### config.mk
export PLATFORM = sky130hd
export DESIGN_NAME = ahb_slave
export DESIGN_NICKNAME = d
export VERILOG_FILES = /design/src/source/ahb_mem_pkg.sv /design/src/source/ahb_slave.sv
export VERILOG_INCLUDE_DIRS = /design/src /design/src/source
export SDC_FILE = /design/constraint.sdc
export NUM_CORES = 1
export LEC_CHECK = 0
export BUFFER_PORTS_ARGS = -buffer_cell sky130_fd_sc_hd__buf_2
export CORE_AREA = 2 2 73 75
export CTS_CLUSTER_DIAMETER = 80
export DETAILED_ROUTE_END_ITERATION = 16
export DIE_AREA = 0 0 75 77
export PLACE_DENSITY = 0.72
export REMOVE_ABC_BUFFERS = 1
export SYNTH_ARGS = -nofsm -noshare
export SYNTH_HDL_FRONTEND = slang
export SYNTH_SLANG_ARGS = --single-unit
### constraint.sdc
create_clock -name i_clk_ahb -period 2.1 [get_ports i_clk_ahb]
set_input_delay 0.42 -clock i_clk_ahb [delete_from_list [all_inputs] [get_ports i_clk_ahb]]
set_output_delay 0.42 -clock i_clk_ahb [all_outputs]
set_load 0.03 [all_outputs]
### src/source/ahb_mem_consts.svh
`ifndef AHB_MEM_CONSTS_SVH
`define AHB_MEM_CONSTS_SVH

// Bus widths
`define AHB_DATA_W 32
`define AHB_ADDR_W 32

// Storage depth in 32-bit words, 256 words give byte range 0..0x3FF
`define MEM_WORDS 256

// Extra cycles the storage takes per access
`define MEM_WAIT 2

`endif

### src/source/ahb_mem_pkg.sv
`default_nettype none
`include "ahb_mem_consts.svh"

package ahb_mem_pkg;

    localparam int MEM_AW = $clog2(`MEM_WORDS); // Word index width

    typedef enum logic [1:0] {
        HTRANS_IDLE   = 2'b00,
        HTRANS_BUSY   = 2'b01,
        HTRANS_NONSEQ = 2'b10,
        HTRANS_SEQ    = 2'b11
    } htrans_e;

    typedef enum logic [2:0] {
        HSIZE_BYTE = 3'b000,
        HSIZE_HALF = 3'b001,
        HSIZE_WORD = 3'b010
    } hsize_e;

    // Front end states
    typedef enum logic [1:0] {
        ST_IDLE = 2'b00,
        ST_DATA = 2'b01,
        ST_ERR1 = 2'b10,
        ST_ERR2 = 2'b11
    } slv_state_e;

    typedef struct packed {
        logic                     valid;
        logic                     we;
        logic [MEM_AW-1:0]        addr;
        logic [`AHB_DATA_W-1:0]   wdata;
        logic [`AHB_DATA_W/8-1:0] wstrb;
    } mem_req_t;

    typedef struct packed {
        logic                   ready;    // One cycle per completed access
        logic                   rd_valid;
        logic [`AHB_DATA_W-1:0] rdata;
    } mem_rsp_t;

endpackage

`default_nettype wire

### src/source/ahb_slave.sv
`timescale 1ns/10ps
`default_nettype none
`include "ahb_mem_consts.svh"

module ahb_slave (
    input  wire                         i_clk_ahb,
    input  wire                         i_rstn_ahb,

    input  wire                         i_hsel,
    input  wire ahb_mem_pkg::htrans_e   i_htrans,
    input  wire ahb_mem_pkg::hsize_e    i_hsize,
    input  wire                         i_hwrite,
    input  wire [`AHB_ADDR_W-1:0]       i_haddr,
    input  wire [`AHB_DATA_W-1:0]       i_hwdata,
    input  wire                         i_hready,

    output logic                        o_hreadyout,
    output logic                        o_hresp,
    output logic [`AHB_DATA_W-1:0]      o_hrdata,

    output ahb_mem_pkg::mem_req_t       o_req,
    input  wire ahb_mem_pkg::mem_rsp_t  i_rsp
);
    import ahb_mem_pkg::*;

    localparam int MEM_BYTES = `MEM_WORDS * 4;

    slv_state_e               state;
    slv_state_e               state_nxt;
    logic                     accept;
    logic                     take;
    logic                     in_range;
    logic [MEM_AW+1:0]        addr_q;    // Byte address inside memory
    logic                     write_q;
    hsize_e                   size_q;
    logic [`AHB_DATA_W/8-1:0] strb;

    // Valid address phase on the bus
    assign accept = i_hsel && i_hready &&
                    (i_htrans == HTRANS_NONSEQ || i_htrans == HTRANS_SEQ);

    // Only taken when our own data phase (if any) is completing
    assign take = accept && o_hreadyout;

    assign in_range = (i_haddr < `AHB_ADDR_W'(MEM_BYTES));

    always_ff @(posedge i_clk_ahb or negedge i_rstn_ahb) begin
        if (!i_rstn_ahb) begin
            state <= ST_IDLE;
        end else begin
            state <= state_nxt;
        end
    end

    always_comb begin
        state_nxt = state;
        case (state)
            ST_ERR1: state_nxt = ST_ERR2;
            default: begin
                if (take) begin
                    state_nxt = in_range ? ST_DATA : ST_ERR1;
                end else if (o_hreadyout) begin
                    state_nxt = ST_IDLE; // Also ends a finished data phase
                end
            end
        endcase
    end

    // Address phase capture
    always_ff @(posedge i_clk_ahb) begin
        if (take) begin
            addr_q  <= i_haddr[MEM_AW+1:0];
            write_q <= i_hwrite;
            size_q  <= i_hsize;
        end
    end

    always_comb begin
        o_hreadyout = 1'b1;
        o_hresp     = 1'b0;
        case (state)
            ST_DATA: o_hreadyout = i_rsp.ready; // Stall until storage is done
            ST_ERR1: begin
                o_hresp     = 1'b1;
                o_hreadyout = 1'b0;
            end
            ST_ERR2: o_hresp = 1'b1;
            default: o_hreadyout = 1'b1;
        endcase
    end

    // Lane select from size and low address bits
    always_comb begin
        case (size_q)
            HSIZE_BYTE: strb = 4'b0001 << addr_q[1:0];
            HSIZE_HALF: strb = 4'b0011 << {addr_q[1], 1'b0};
            default:    strb = 4'b1111;
        endcase
    end

    always_comb begin
        o_req.valid = (state == ST_DATA);
        o_req.we    = write_q;
        o_req.addr  = addr_q[MEM_AW+1:2];
        o_req.wdata = write_q ? i_hwdata : '0; // Write data arrives in data phase
        o_req.wstrb = write_q ? strb : '0;
    end

    assign o_hrdata = (state == ST_DATA && i_rsp.rd_valid) ? i_rsp.rdata : '0;

    a_resp_only_in_err: assert property (
        @(posedge i_clk_ahb) disable iff (!i_rstn_ahb)
        (state == ST_IDLE || state == ST_DATA) |-> !o_hresp
    );

    // Storage sees a steady request while it is stalling the bus
    a_req_stable: assert property (
        @(posedge i_clk_ahb) disable iff (!i_rstn_ahb)
        (o_req.valid && !i_rsp.ready) |=> $stable(o_req)
    );

endmodule

`default_nettype wire

# == Word level (Yosys, flattened, before mapping) ==
# Cells that the tools add are included.
# word_totals
register_bits,16
inputBits,108
word_cells,31
# op_classes
order_cmp,1
eq_ne,6
n_shift,2
mux,10
n_reduce_logical,8
# op_table
cell,count
32-bit 2-to-1 mux,2
32-bit by 11-bit less-than comparator with 1-bit output (second input constant),1
2-bit equality test (second input constant),4
2-bit 2-to-1 mux,4
4-bit case mux with 2 select lines,1
1-bit logical AND,4
4-bit 2-to-1 mux,1
1-bit by 2-bit left shift with 4-bit output (first input constant),1
2-bit by 2-bit left shift with 4-bit output (first input constant),1
3-bit by 1-bit equality test with 1-bit output (second input constant),1
3-bit logical NOT,1
3-bit nonzero test,1
2-bit by 1-bit equality test with 1-bit output (second input constant),1
1-bit case mux with 2 select lines,1
2-bit OR reduction,1
1-bit logical OR,1
1-bit 2-to-1 mux,1

# == Depth between registers and ports, before layout ==
# Gate-level depths: netlist of the first run.
# depth
ltp_word,6
depth_mapped,4
mapped_depth_nobuf,4

# == Least setup slack after synthesis of the first run ==
# OpenSTA, ideal clock, no wires.
# synth_path
path_type,register to register
from,reg state[0]
to,reg addr_q[0] (enable)
arrival_time_ps,1711
required_time_ps,1693
path_slack_ps,-19
path_stages_with_launch,4
synth_period_minus_slack_ps,2119
cell_sequence,dfrtp_1 > inv_1 > nor3_1 > a211oi_1
# synth_between
elab_chain_cells,3
word_cells_on_any_way,4
cone_classes,eq/ne (2); mux (1); reduce/logical (1)
# synth_rtl
item,line,rtl
start: declaration,ahb_slave.sv:28,slv_state_e state;
start signal: assignment,ahb_slave.sv:51,state <= state_nxt;
2-bit equality test or 2-bit by 1-bit equality test with 1-bit output (tied branches),ahb_slave.sv:81,case (state)
1-bit case mux with 2 select lines *,ahb_slave.sv:81,
1-bit logical AND *,ahb_slave.sv:43,assign take = accept && o_hreadyout;
net take,ahb_slave.sv:31,logic take;
end signal: assignment,ahb_slave.sv:72,addr_q <= i_haddr[MEM_AW+1:0];
end: declaration,ahb_slave.sv:33,logic [MEM_AW+1:0] addr_q;
# Mark *: on every way through the listed nets, which the timed path passes. The rest lies on a longest branch.
# A chain may end at the register's enable or synchronous reset.

# == Worst setup path after layout of the first run ==
# layout_path
from,reg state[1]
to,out o_hrdata[27]
# layout_between
elab_chain_cells,3
# layout_rtl
item,line,rtl
2-bit by 1-bit equality test with 1-bit output,ahb_slave.sv:109,assign o_hrdata = (state == ST_DATA && i_rsp.rd_valid) ? i_rsp.rdata : '0;
1-bit logical AND,ahb_slave.sv:109,
32-bit 2-to-1 mux,ahb_slave.sv:109,
end: declaration,ahb_slave.sv:19,"output logic [`AHB_DATA_W-1:0] o_hrdata,"
# Every way passes these cells.

==> results of run 1 <==
-- how the worst max path moves through the flow --
| stage | to | cells past startpoint |
|---|---|---|
| 2_1_floorplan | addr_q[0] | 2 |
| 3_3_place_gp | o_hrdata[16] | 4 |
| 3_5_place_dp | o_hrdata[7] | 4 |
| 4_1_cts | o_hrdata[27] | 4 |
| 5_1_grt | o_hrdata[26] | 4 |
| 6_report | o_hrdata[27] | 4 |
-- area by class of cell --
cell class | count | area, sq um | share of cell area [%]
Timing Repair Buffer | 190 | 963 | 44.5
Multi-Input combinational cell | 91 | 589 | 27.2
Sequential cell | 16 | 470 | 21.7
Tap cell | 70 | 87.6 | 4.04
Clock buffer | 3 | 41.3 | 1.91
Inverter | 3 | 11.3 | 0.520
Clock inverter | 1 | 3.75 | 0.173
-- kinds of logic (layout without fill, tap and decap cells) --
family	after synthesis	after routing
simple gates	79	79
buf+inv	22	197
compound gates	12	12
flops	16	16
-- where the power goes --
| part | switching [mW] | internal, mW | leakage, nW | total, mW |
|---|---|---|---|---|
| combinational | 0.515 | 0.254 | 1.15 | 0.769 |
| sequential | 0.0239 | 0.383 | 0.153 | 0.407 |
| clock | 0.0990 | 0.129 | 0.0231 | 0.228 |
| total | 0.638 | 0.766 | 1.33 | 1.40 |
-- critical path, cell delays in order, from the launching register on --
cell     delay [ns]
dfrtp_1        0.46
nor2_2         0.13
buf_4          0.25
and3_1         0.19
buf_2          0.20
-- synthesized netlist by cell type (all sizes together) --
| library cell | number |
|---|---|
| nor3 | 2 |
| o31ai | 1 |
| nor2 | 4 |
| and3 | 32 |
| edfxtp | 14 |
| clkbuf | 9 |
| a211oi | 2 |
| nor4 | 5 |
| buf | 10 |
| and2 | 33 |
| nand2 | 1 |
| a21boi | 3 |
| nand4 | 1 |
| a21oi | 2 |
| o31a | 1 |
| nand3 | 1 |
| inv | 3 |
| dfrtp | 2 |
| o21ai | 3 |
-- stage by stage --
step	util [%]	hold WS (ns)	area [sq um]	setup slack [ns]	cells
floorplan	-	0.124	1070	-0.199	110
global placement	42.4	0.205	2110	0.493	369
detailed placement	42.4	0.211	2110	0.475	369
CTS	43.5	0.335	2170	0.193	374
global route	43.5	0.335	2170	0.0555	374
finish	43.5	0.347	2170	0.203	374
-- registers in the layout, summed over array words and instances, names as in the netlist --
name     cells
state        2
addr_q      10
size_q       3
write_q      1
-- placed cells by master, fill, tap and decap left out --
master / synthesis / final
clkinv_1: 0 / 1
dlygate4sd3_1: 0 / 1
o31a_1: 1 / 1
o31ai_1: 1 / 1
nand4_1: 1 / 1
a211oi_1: 2 / 1
buf_4: 9 / 3
a211oi_2: 0 / 1
and2_1: 33 / 33
nand2_1: 1 / 1
inv_1: 3 / 3
nor3_1: 2 / 2
buf_2: 1 / 186
nor4_1: 1 / 1
and3_1: 32 / 32
nor4_2: 4 / 4
a21boi_0: 3 / 3
nor2_1: 3 / 3
nand3_1: 1 / 1
dfrtp_1: 2 / 2
nor2_2: 1 / 1
clkbuf_8: 0 / 3
o21ai_0: 3 / 3
edfxtp_1: 14 / 14
a21oi_1: 2 / 2
-- repair_timing --
item	in CTS	in global routing
hold buffers	1	0
resized for setup	0	0
endpoints found under the hold margin	2	0
-- layer usage --
metal / share of wire (%) / GRT usage, % / up-vias
met2: 53 / 28.6 / 124
met4: 2.4 / 7.14 / 0
met3: 12 / 2.10 / 8
met5: 0 / 0 / -
li1: - / - / 792
met1: 33 / 13.8 / 669
==> flow_metrics.tcl, run 1 <==
set metrics [dict create \
    overflow 0 \
    core_area_sq_mm 0.00498 \
    grt_max_degree 38 \
    worstHoldPathCells 1 \
    synth-adder-area-share_pct 0 \
    synth.area.mux_share_pct 0 \
    r2r-end "addr_q[8]" \
    io_pins 188 \
    r2r_slack_ns 0.70 \
    start_util_pct 23.6 \
    cp.arrival_ns 1.48 \
    final_layout_size_suffix_gt1_share_pct 65.1 \
    cp-end-kind "primary output" \
    crit_start "state[1]" \
    drv_slew 0 \
    grt_pass1_wl_mm 6.46 \
    syn_to_final_growth_pct 84.5 \
    first_global_vias 1426 \
    rows 26 \
    synth_compound_area_share_pct 6.71 \
    cts_setup_buffers 0 \
    finalHoldViolations 0 \
    antenna_found_initial 0 \
    drtPass1Iterations 4 \
    synth_top_family_by_area "simple AND/OR/NAND/NOR gates" \
    route.vias.total 1593 \
    fmax_mhz 527 \
    leakagePower_nw 1.33 \
    n_fill_cell 507 \
    routed_wl_mm 4.54 \
    dieWidth_microns 75 \
    hold_path.class "in2reg" \
    cp-start-kind "register" \
    cts_tree "built" \
    ir_drop_mv 0.275 \
    ys_seq_area_share_pct 40.0 \
    min-delay-start "i_haddr[3]" \
    insertedDiodeCount 0 \
    ys_types 23 \
    ant_nets 0 \
    portBuffers 186 \
    critPathKind "reg2out" \
    synth_top_area_share_pct 35.8 \
    period_minus_slack_ns 1.90 \
    outcome "complete, no violations" \
    gp_congestion 0.805 \
    ys_warn_count 0 \
    ctsHtreeMaxLevel 1 \
    syn_avg_cell_area_sq_um 9.11 \
    hpwl_mm 3.88 \
    rsz0062_at_grt "no" \
    finalPower_mw 1.40 \
    tightestPinTransition_ns 0.354 \
    cts-root-buf "clkbuf_8" \
    cts.sinks 16 \
    vias_per_cell 4.26 \
    crit_path_max_fanout 33 \
    drt-initial-drc-count 14 \
    clk_pin_slew_worst_paths_ns 0.06 \
    yosys-top-cells-area "edfxtp_1, and2_1, and3_1" \
    nNetsFinal 413 \
    clockBufferDepth 2 \
    netlist_area_sq_mm 0.00117 \
    cts_buffers 3 \
    worstSkewPairLatency_ns 0.24 \
    maxCapViolCount 0 \
    rr_worst_depth 4 \
    relSlewSlack_pct 76.2 \
    crit_required_ns 1.68 \
    post-route-period-util_pct 90.4 \
    synth.largest_area_cell "edfxtp_1" \
    yosys.area_share.simple_pct 43.0 \
    finalSetupViolCount 0 \
    powerDensity_mw_per_mm2 648 \
    design.die.area_sq_mm 0.00578 \
    drt-wirelength-per-cell_microns 12.1 \
    drc 0 \
    synth-seq-cells 16 \
    grt_usage_pct 14.5 \
    r2r_start "state[0]" \
    min_to "addr_q[3]" \
    synth_xor_area_share_pct 0 \
    die_h_microns 77 \
    finClkSkew_ns 0.00185 \
    syn_inst 129 \
    setup_tns_ns 0 \
]
No activity file was read; power rests on OpenSTA's default activity.
==> run 2: changes to the inputs <==
--- a/config.mk
+++ b/config.mk
@@ -11,7 +11,7 @@
 export CTS_CLUSTER_DIAMETER = 80
 export DETAILED_ROUTE_END_ITERATION = 16
 export DIE_AREA = 0 0 75 77
-export PLACE_DENSITY = 0.72
+export PLACE_DENSITY = 0.83
 export REMOVE_ABC_BUFFERS = 1
 export SYNTH_ARGS = -nofsm -noshare
 export SYNTH_HDL_FRONTEND = slang
==> flow_metrics.tcl, run 2 (synthesis gave the netlist of run 1 again) <==
set metrics [dict create \
    largest_reg_flops 10 \
    finClkSkew_ns 0.00307 \
    route.vias.total 1607 \
    drtPass1Iterations 4 \
    routed_wl_mm 4.37 \
    rows 26 \
    nNetsFinal 413 \
    drv_slew 0 \
    layout_common_cells "buf_2, and2_1, and3_1" \
    start_util_pct 23.6 \
    finalSetupViolCount 0 \
    leakagePower_nw 1.33 \
    cp-start-kind "register" \
    cts_setup_buffers 0 \
    drc 0 \
    cp.arrival_ns 1.49 \
    syn_to_final_growth_pct 84.5 \
    drt-initial-drc-count 24 \
    dieWidth_microns 75 \
    cp-end-kind "primary output" \
    tightestPinTransition_ns 0.380 \
    grt_max_degree 34 \
    gp_congestion 0.763 \
    ant_nets 0 \
    io_pins 188 \
    design.die.area_sq_mm 0.00578 \
    fmax_mhz 524 \
    cts_buffers 3 \
    dp_cells 369 \
    cts-root-buf "clkbuf_8" \
    clockBufferDepth 2 \
    final_util_pct 43.5 \
    cts.sinks 16 \
    vias_per_cell 4.30 \
    holdWs_ns 0.342 \
    grt_pass1_wl_mm 6.19 \
    worstSkewPairLatency_ns 0.25 \
    clk_pin_slew_worst_paths_ns 0.06 \
    antenna_found_initial 0 \
    core_area_sq_mm 0.00498 \
    post-route-period-util_pct 90.9 \
    regMostFlops "addr_q" \
    final_layout_size_suffix_gt1_share_pct 65.1 \
    critPathKind "reg2out" \
    hold_path.class "in2reg" \
    dpl-instance-area_sq_mm 0.00211 \
    reg.largest.list "addr_q (10), size_q (3), state (2)" \
    final_cells 374 \
    overflow 0 \
    relSlewSlack_pct 74.5 \
    ctsHtreeMaxLevel 1 \
    insertedDiodeCount 0 \
    rsz0062_at_grt "no" \
    crit_path_max_fanout 33 \
    fin_area_sq_mm 0.00217 \
    finalHoldViolations 0 \
    grt_usage_pct 13.7 \
    finalPower_mw 1.40 \
    die_h_microns 77 \
    maxCapViolCount 0 \
    outcome "complete, no violations" \
    portBuffers 186 \
    ir_drop_mv 0.438 \
    hpwl_mm 3.88 \
    first_global_vias 1462 \
    crit_required_ns 1.68 \
    period_minus_slack_ns 1.91 \
    powerDensity_mw_per_mm2 647 \
    cts_tree "built" \
    drt-wirelength-per-cell_microns 11.7 \
    mostFrequentLayoutCell "buf_2" \
]
[run 2: cell counts in the layout (fill, tap and decap cells not counted)]
No cell type changed its count.
[run 2: worst max-delay path, stage by stage, from the launching register on]
cell     delay (ns)
dfrtp_1        0.45
nor2_2         0.12
buf_4          0.25
and3_1         0.22
buf_2          0.20
[run 2: per-layer routing]
| metal | vias up | wire (microns) | part of all wire (%) | GRT usage [%] |
|---|---|---|---|---|
| li1 | 794 | - | - | - |
| met3 | 5 | 561 | 13 | 3.29 |
| met1 | 685 | 1580 | 36 | 14.4 |
| met4 | 0 | 43 | 0.98 | 3.57 |
| met5 | - | 0 | 0 | 0 |
| met2 | 123 | 2180 | 50 | 26.2 |
[run 2: timing repair]
action                                 in CTS  in global routing
hold buffers                                1                  0
endpoints found under the hold margin       2                  0
resized for setup                           0                  0
[run 2: worst paths after layout]
kind	from	cells after the start	slack, ns	to
min in group asynchronous	i_rstn_ahb	2	0.49	state[1]
max in group asynchronous	i_rstn_ahb	2	1.51	state[0]
hold / removal	i_haddr[6]	1	0.34	addr_q[6]
setup reg to reg	state[0]	4	0.70	size_q[1]
hold reg to reg	state[1]	2	0.69	state[0]
setup / recovery	state[1]	4	0.19	o_hrdata[3]
[run 2: cell type report]
cell class                 instances  area [sq um]
timing repair buffer             190           963
sequential                        16           470
multi-input combinational         91           589
inverter                           3          11.3
fill                             477          2810
tap                               70          87.6
clock inverter                     1          3.75
clock buffer                       3          41.3
[run 2: through the flow]
stage | setup WS [ns] | TNS [ns]
after global routing | 0.107 | 0
final | 0.191 | 0
after global placement | 0.485 | 0
after CTS | 0.202 | 0
after floorplan | -0.199 | -3.40
after detailed placement | 0.480 | 0
[run 2: report_power, final]
part	internal, mW	leakage (nW)	switching (mW)
combinational	0.254	1.15	0.513
clock	0.130	0.0231	0.100
sequential	0.383	0.153	0.0234
==> run 3: changes to the inputs <==
--- a/config.mk
+++ b/config.mk
@@ -13,6 +13,7 @@
 export DIE_AREA = 0 0 75 77
 export PLACE_DENSITY = 0.83
 export REMOVE_ABC_BUFFERS = 1
+export SETUP_SLACK_MARGIN = 0.4
 export SYNTH_ARGS = -nofsm -noshare
 export SYNTH_HDL_FRONTEND = slang
 export SYNTH_SLANG_ARGS = --single-unit
==> flow_metrics.tcl, run 3 (synthesis gave the netlist of run 1 again) <==
set metrics [dict create \
    period_minus_slack_ns 1.76 \
    antenna_found_initial 0 \
    largest_reg_flops 10 \
    dpl-instance-area_sq_mm 0.00211 \
    grt_usage_pct 15.4 \
    fmax_mhz 570 \
    nNetsFinal 418 \
    ctsHtreeMaxLevel 1 \
    final_util_pct 47.1 \
    die_h_microns 77 \
    relSlewSlack_pct 75.2 \
    layout_common_cells "buf_2, and2_1, and3_1" \
    clk_pin_slew_worst_paths_ns 0.06 \
    portBuffers 186 \
    cp.arrival_ns 1.34 \
    crit_required_ns 1.68 \
    post-route-period-util_pct 83.6 \
    vias_per_cell 4.36 \
    dieWidth_microns 75 \
    holdWs_ns 0.343 \
    insertedDiodeCount 0 \
    reg.largest.list "addr_q (10), size_q (3), state (2)" \
    worstSkewPairLatency_ns 0.25 \
    crit_path_max_fanout 16 \
    final_layout_size_suffix_gt1_share_pct 67.0 \
    n_fill_cell 459 \
    powerDensity_mw_per_mm2 671 \
    drtPass1Iterations 4 \
    cp-start-kind "register" \
    regMostFlops "addr_q" \
    first_global_vias 1577 \
    grt_pass1_wl_mm 6.87 \
    maxCapViolCount 0 \
    finClkSkew_ns 0.000904 \
    grt_max_degree 34 \
    rows 26 \
    ir_drop_mv 0.471 \
    cts_tree "built" \
    overflow 0 \
    cp-end-kind "primary output" \
    hold_path.class "in2reg" \
    cts-root-buf "clkbuf_8" \
    core_area_sq_mm 0.00498 \
    outcome "complete, no violations" \
    start_util_pct 23.6 \
    rsz0062_at_grt "yes" \
    drc 0 \
    tightestPinTransition_ns 0.372 \
    drt-wirelength-per-cell_microns 13.1 \
    ant_nets 0 \
    design.die.area_sq_mm 0.00578 \
    finalHoldViolations 0 \
    drv_slew 0 \
    hpwl_mm 3.88 \
    io_pins 188 \
    route.vias.total 1652 \
    cts_buffers 3 \
    routed_wl_mm 4.95 \
    leakagePower_nw 1.36 \
    critPathKind "reg2out" \
    gp_congestion 0.763 \
    fin_area_sq_mm 0.00234 \
    cts.sinks 16 \
    syn_to_final_growth_pct 99.4 \
    drt-initial-drc-count 33 \
    mostFrequentLayoutCell "buf_2" \
    clockBufferDepth 2 \
    finalSetupViolCount 0 \
]
==> run 3: metal layers <==
metal  GRT usage, %  vias up  part of all wire [%]
li1               -      802                     -
met1           15.8      718                    36
met2           29.9      125                    52
met3           3.29        7                    11
met4           4.11        0                   1.1
met5              0        -                     0
==> run 3: final timing paths <==
path	start	endpoint	slack (ns)	cells past startpoint
setup / recovery	state[1]	o_hrdata[5]	0.34	4
hold / removal	i_haddr[6]	addr_q[6]	0.34	1
hold reg to reg	state[0]	state[0]	0.68	3
min in group asynchronous	i_rstn_ahb	state[1]	0.50	2
max in group asynchronous	i_rstn_ahb	state[1]	1.49	2
setup reg to reg	state[1]	write_q	0.77	3
==> run 3: layout make-up <==
cell class	count	area (sq um)	area share, %
clock inverter	1	3.75	0.160
clock buffer	3	41.3	1.76
inverter	3	11.3	0.481
multi-input combinational	91	602	25.7
timing repair buffer	195	1120	48.0
sequential	16	472	20.1
tap	70	87.6	3.74
==> run 3: report_power, final <==
| group | switching (mW) | total, mW | internal, mW |
|---|---|---|---|
| Clock | 0.101 | 0.231 | 0.130 |
| Sequential | 0.0226 | 0.408 | 0.385 |
| Combinational | 0.569 | 0.932 | 0.363 |
==> run 3: repair_timing <==
action | in CTS | in global routing
buffers inserted | 2 | 1
hold buffers | 1 | 0
gates resized for setup | 45 | 8
cloned | 2 | 0
endpoints found under the hold margin | 2 | 0
setup endpoints to repair | 67 | 67
pin swaps | 1 | 1
==> run 3: critical path, stage by stage (launching register included) <==
cell,delay (ns)
dfrtp_2,0.44
nor2_4,0.14
buf_6,0.17
and3_1,0.18
buf_4,0.16
==> run 3: metrics by stage <==
stage	cells	worst slack (ns)	TNS (ns)	total power [mW]
floorplan	110	-0.199	-3.40	0.880
detailed placement	369	0.480	0	1.18
global route	379	0.297	0	1.65
finish	379	0.345	0	1.57
global placement	369	0.485	0	1.17
CTS	378	0.364	0	1.55
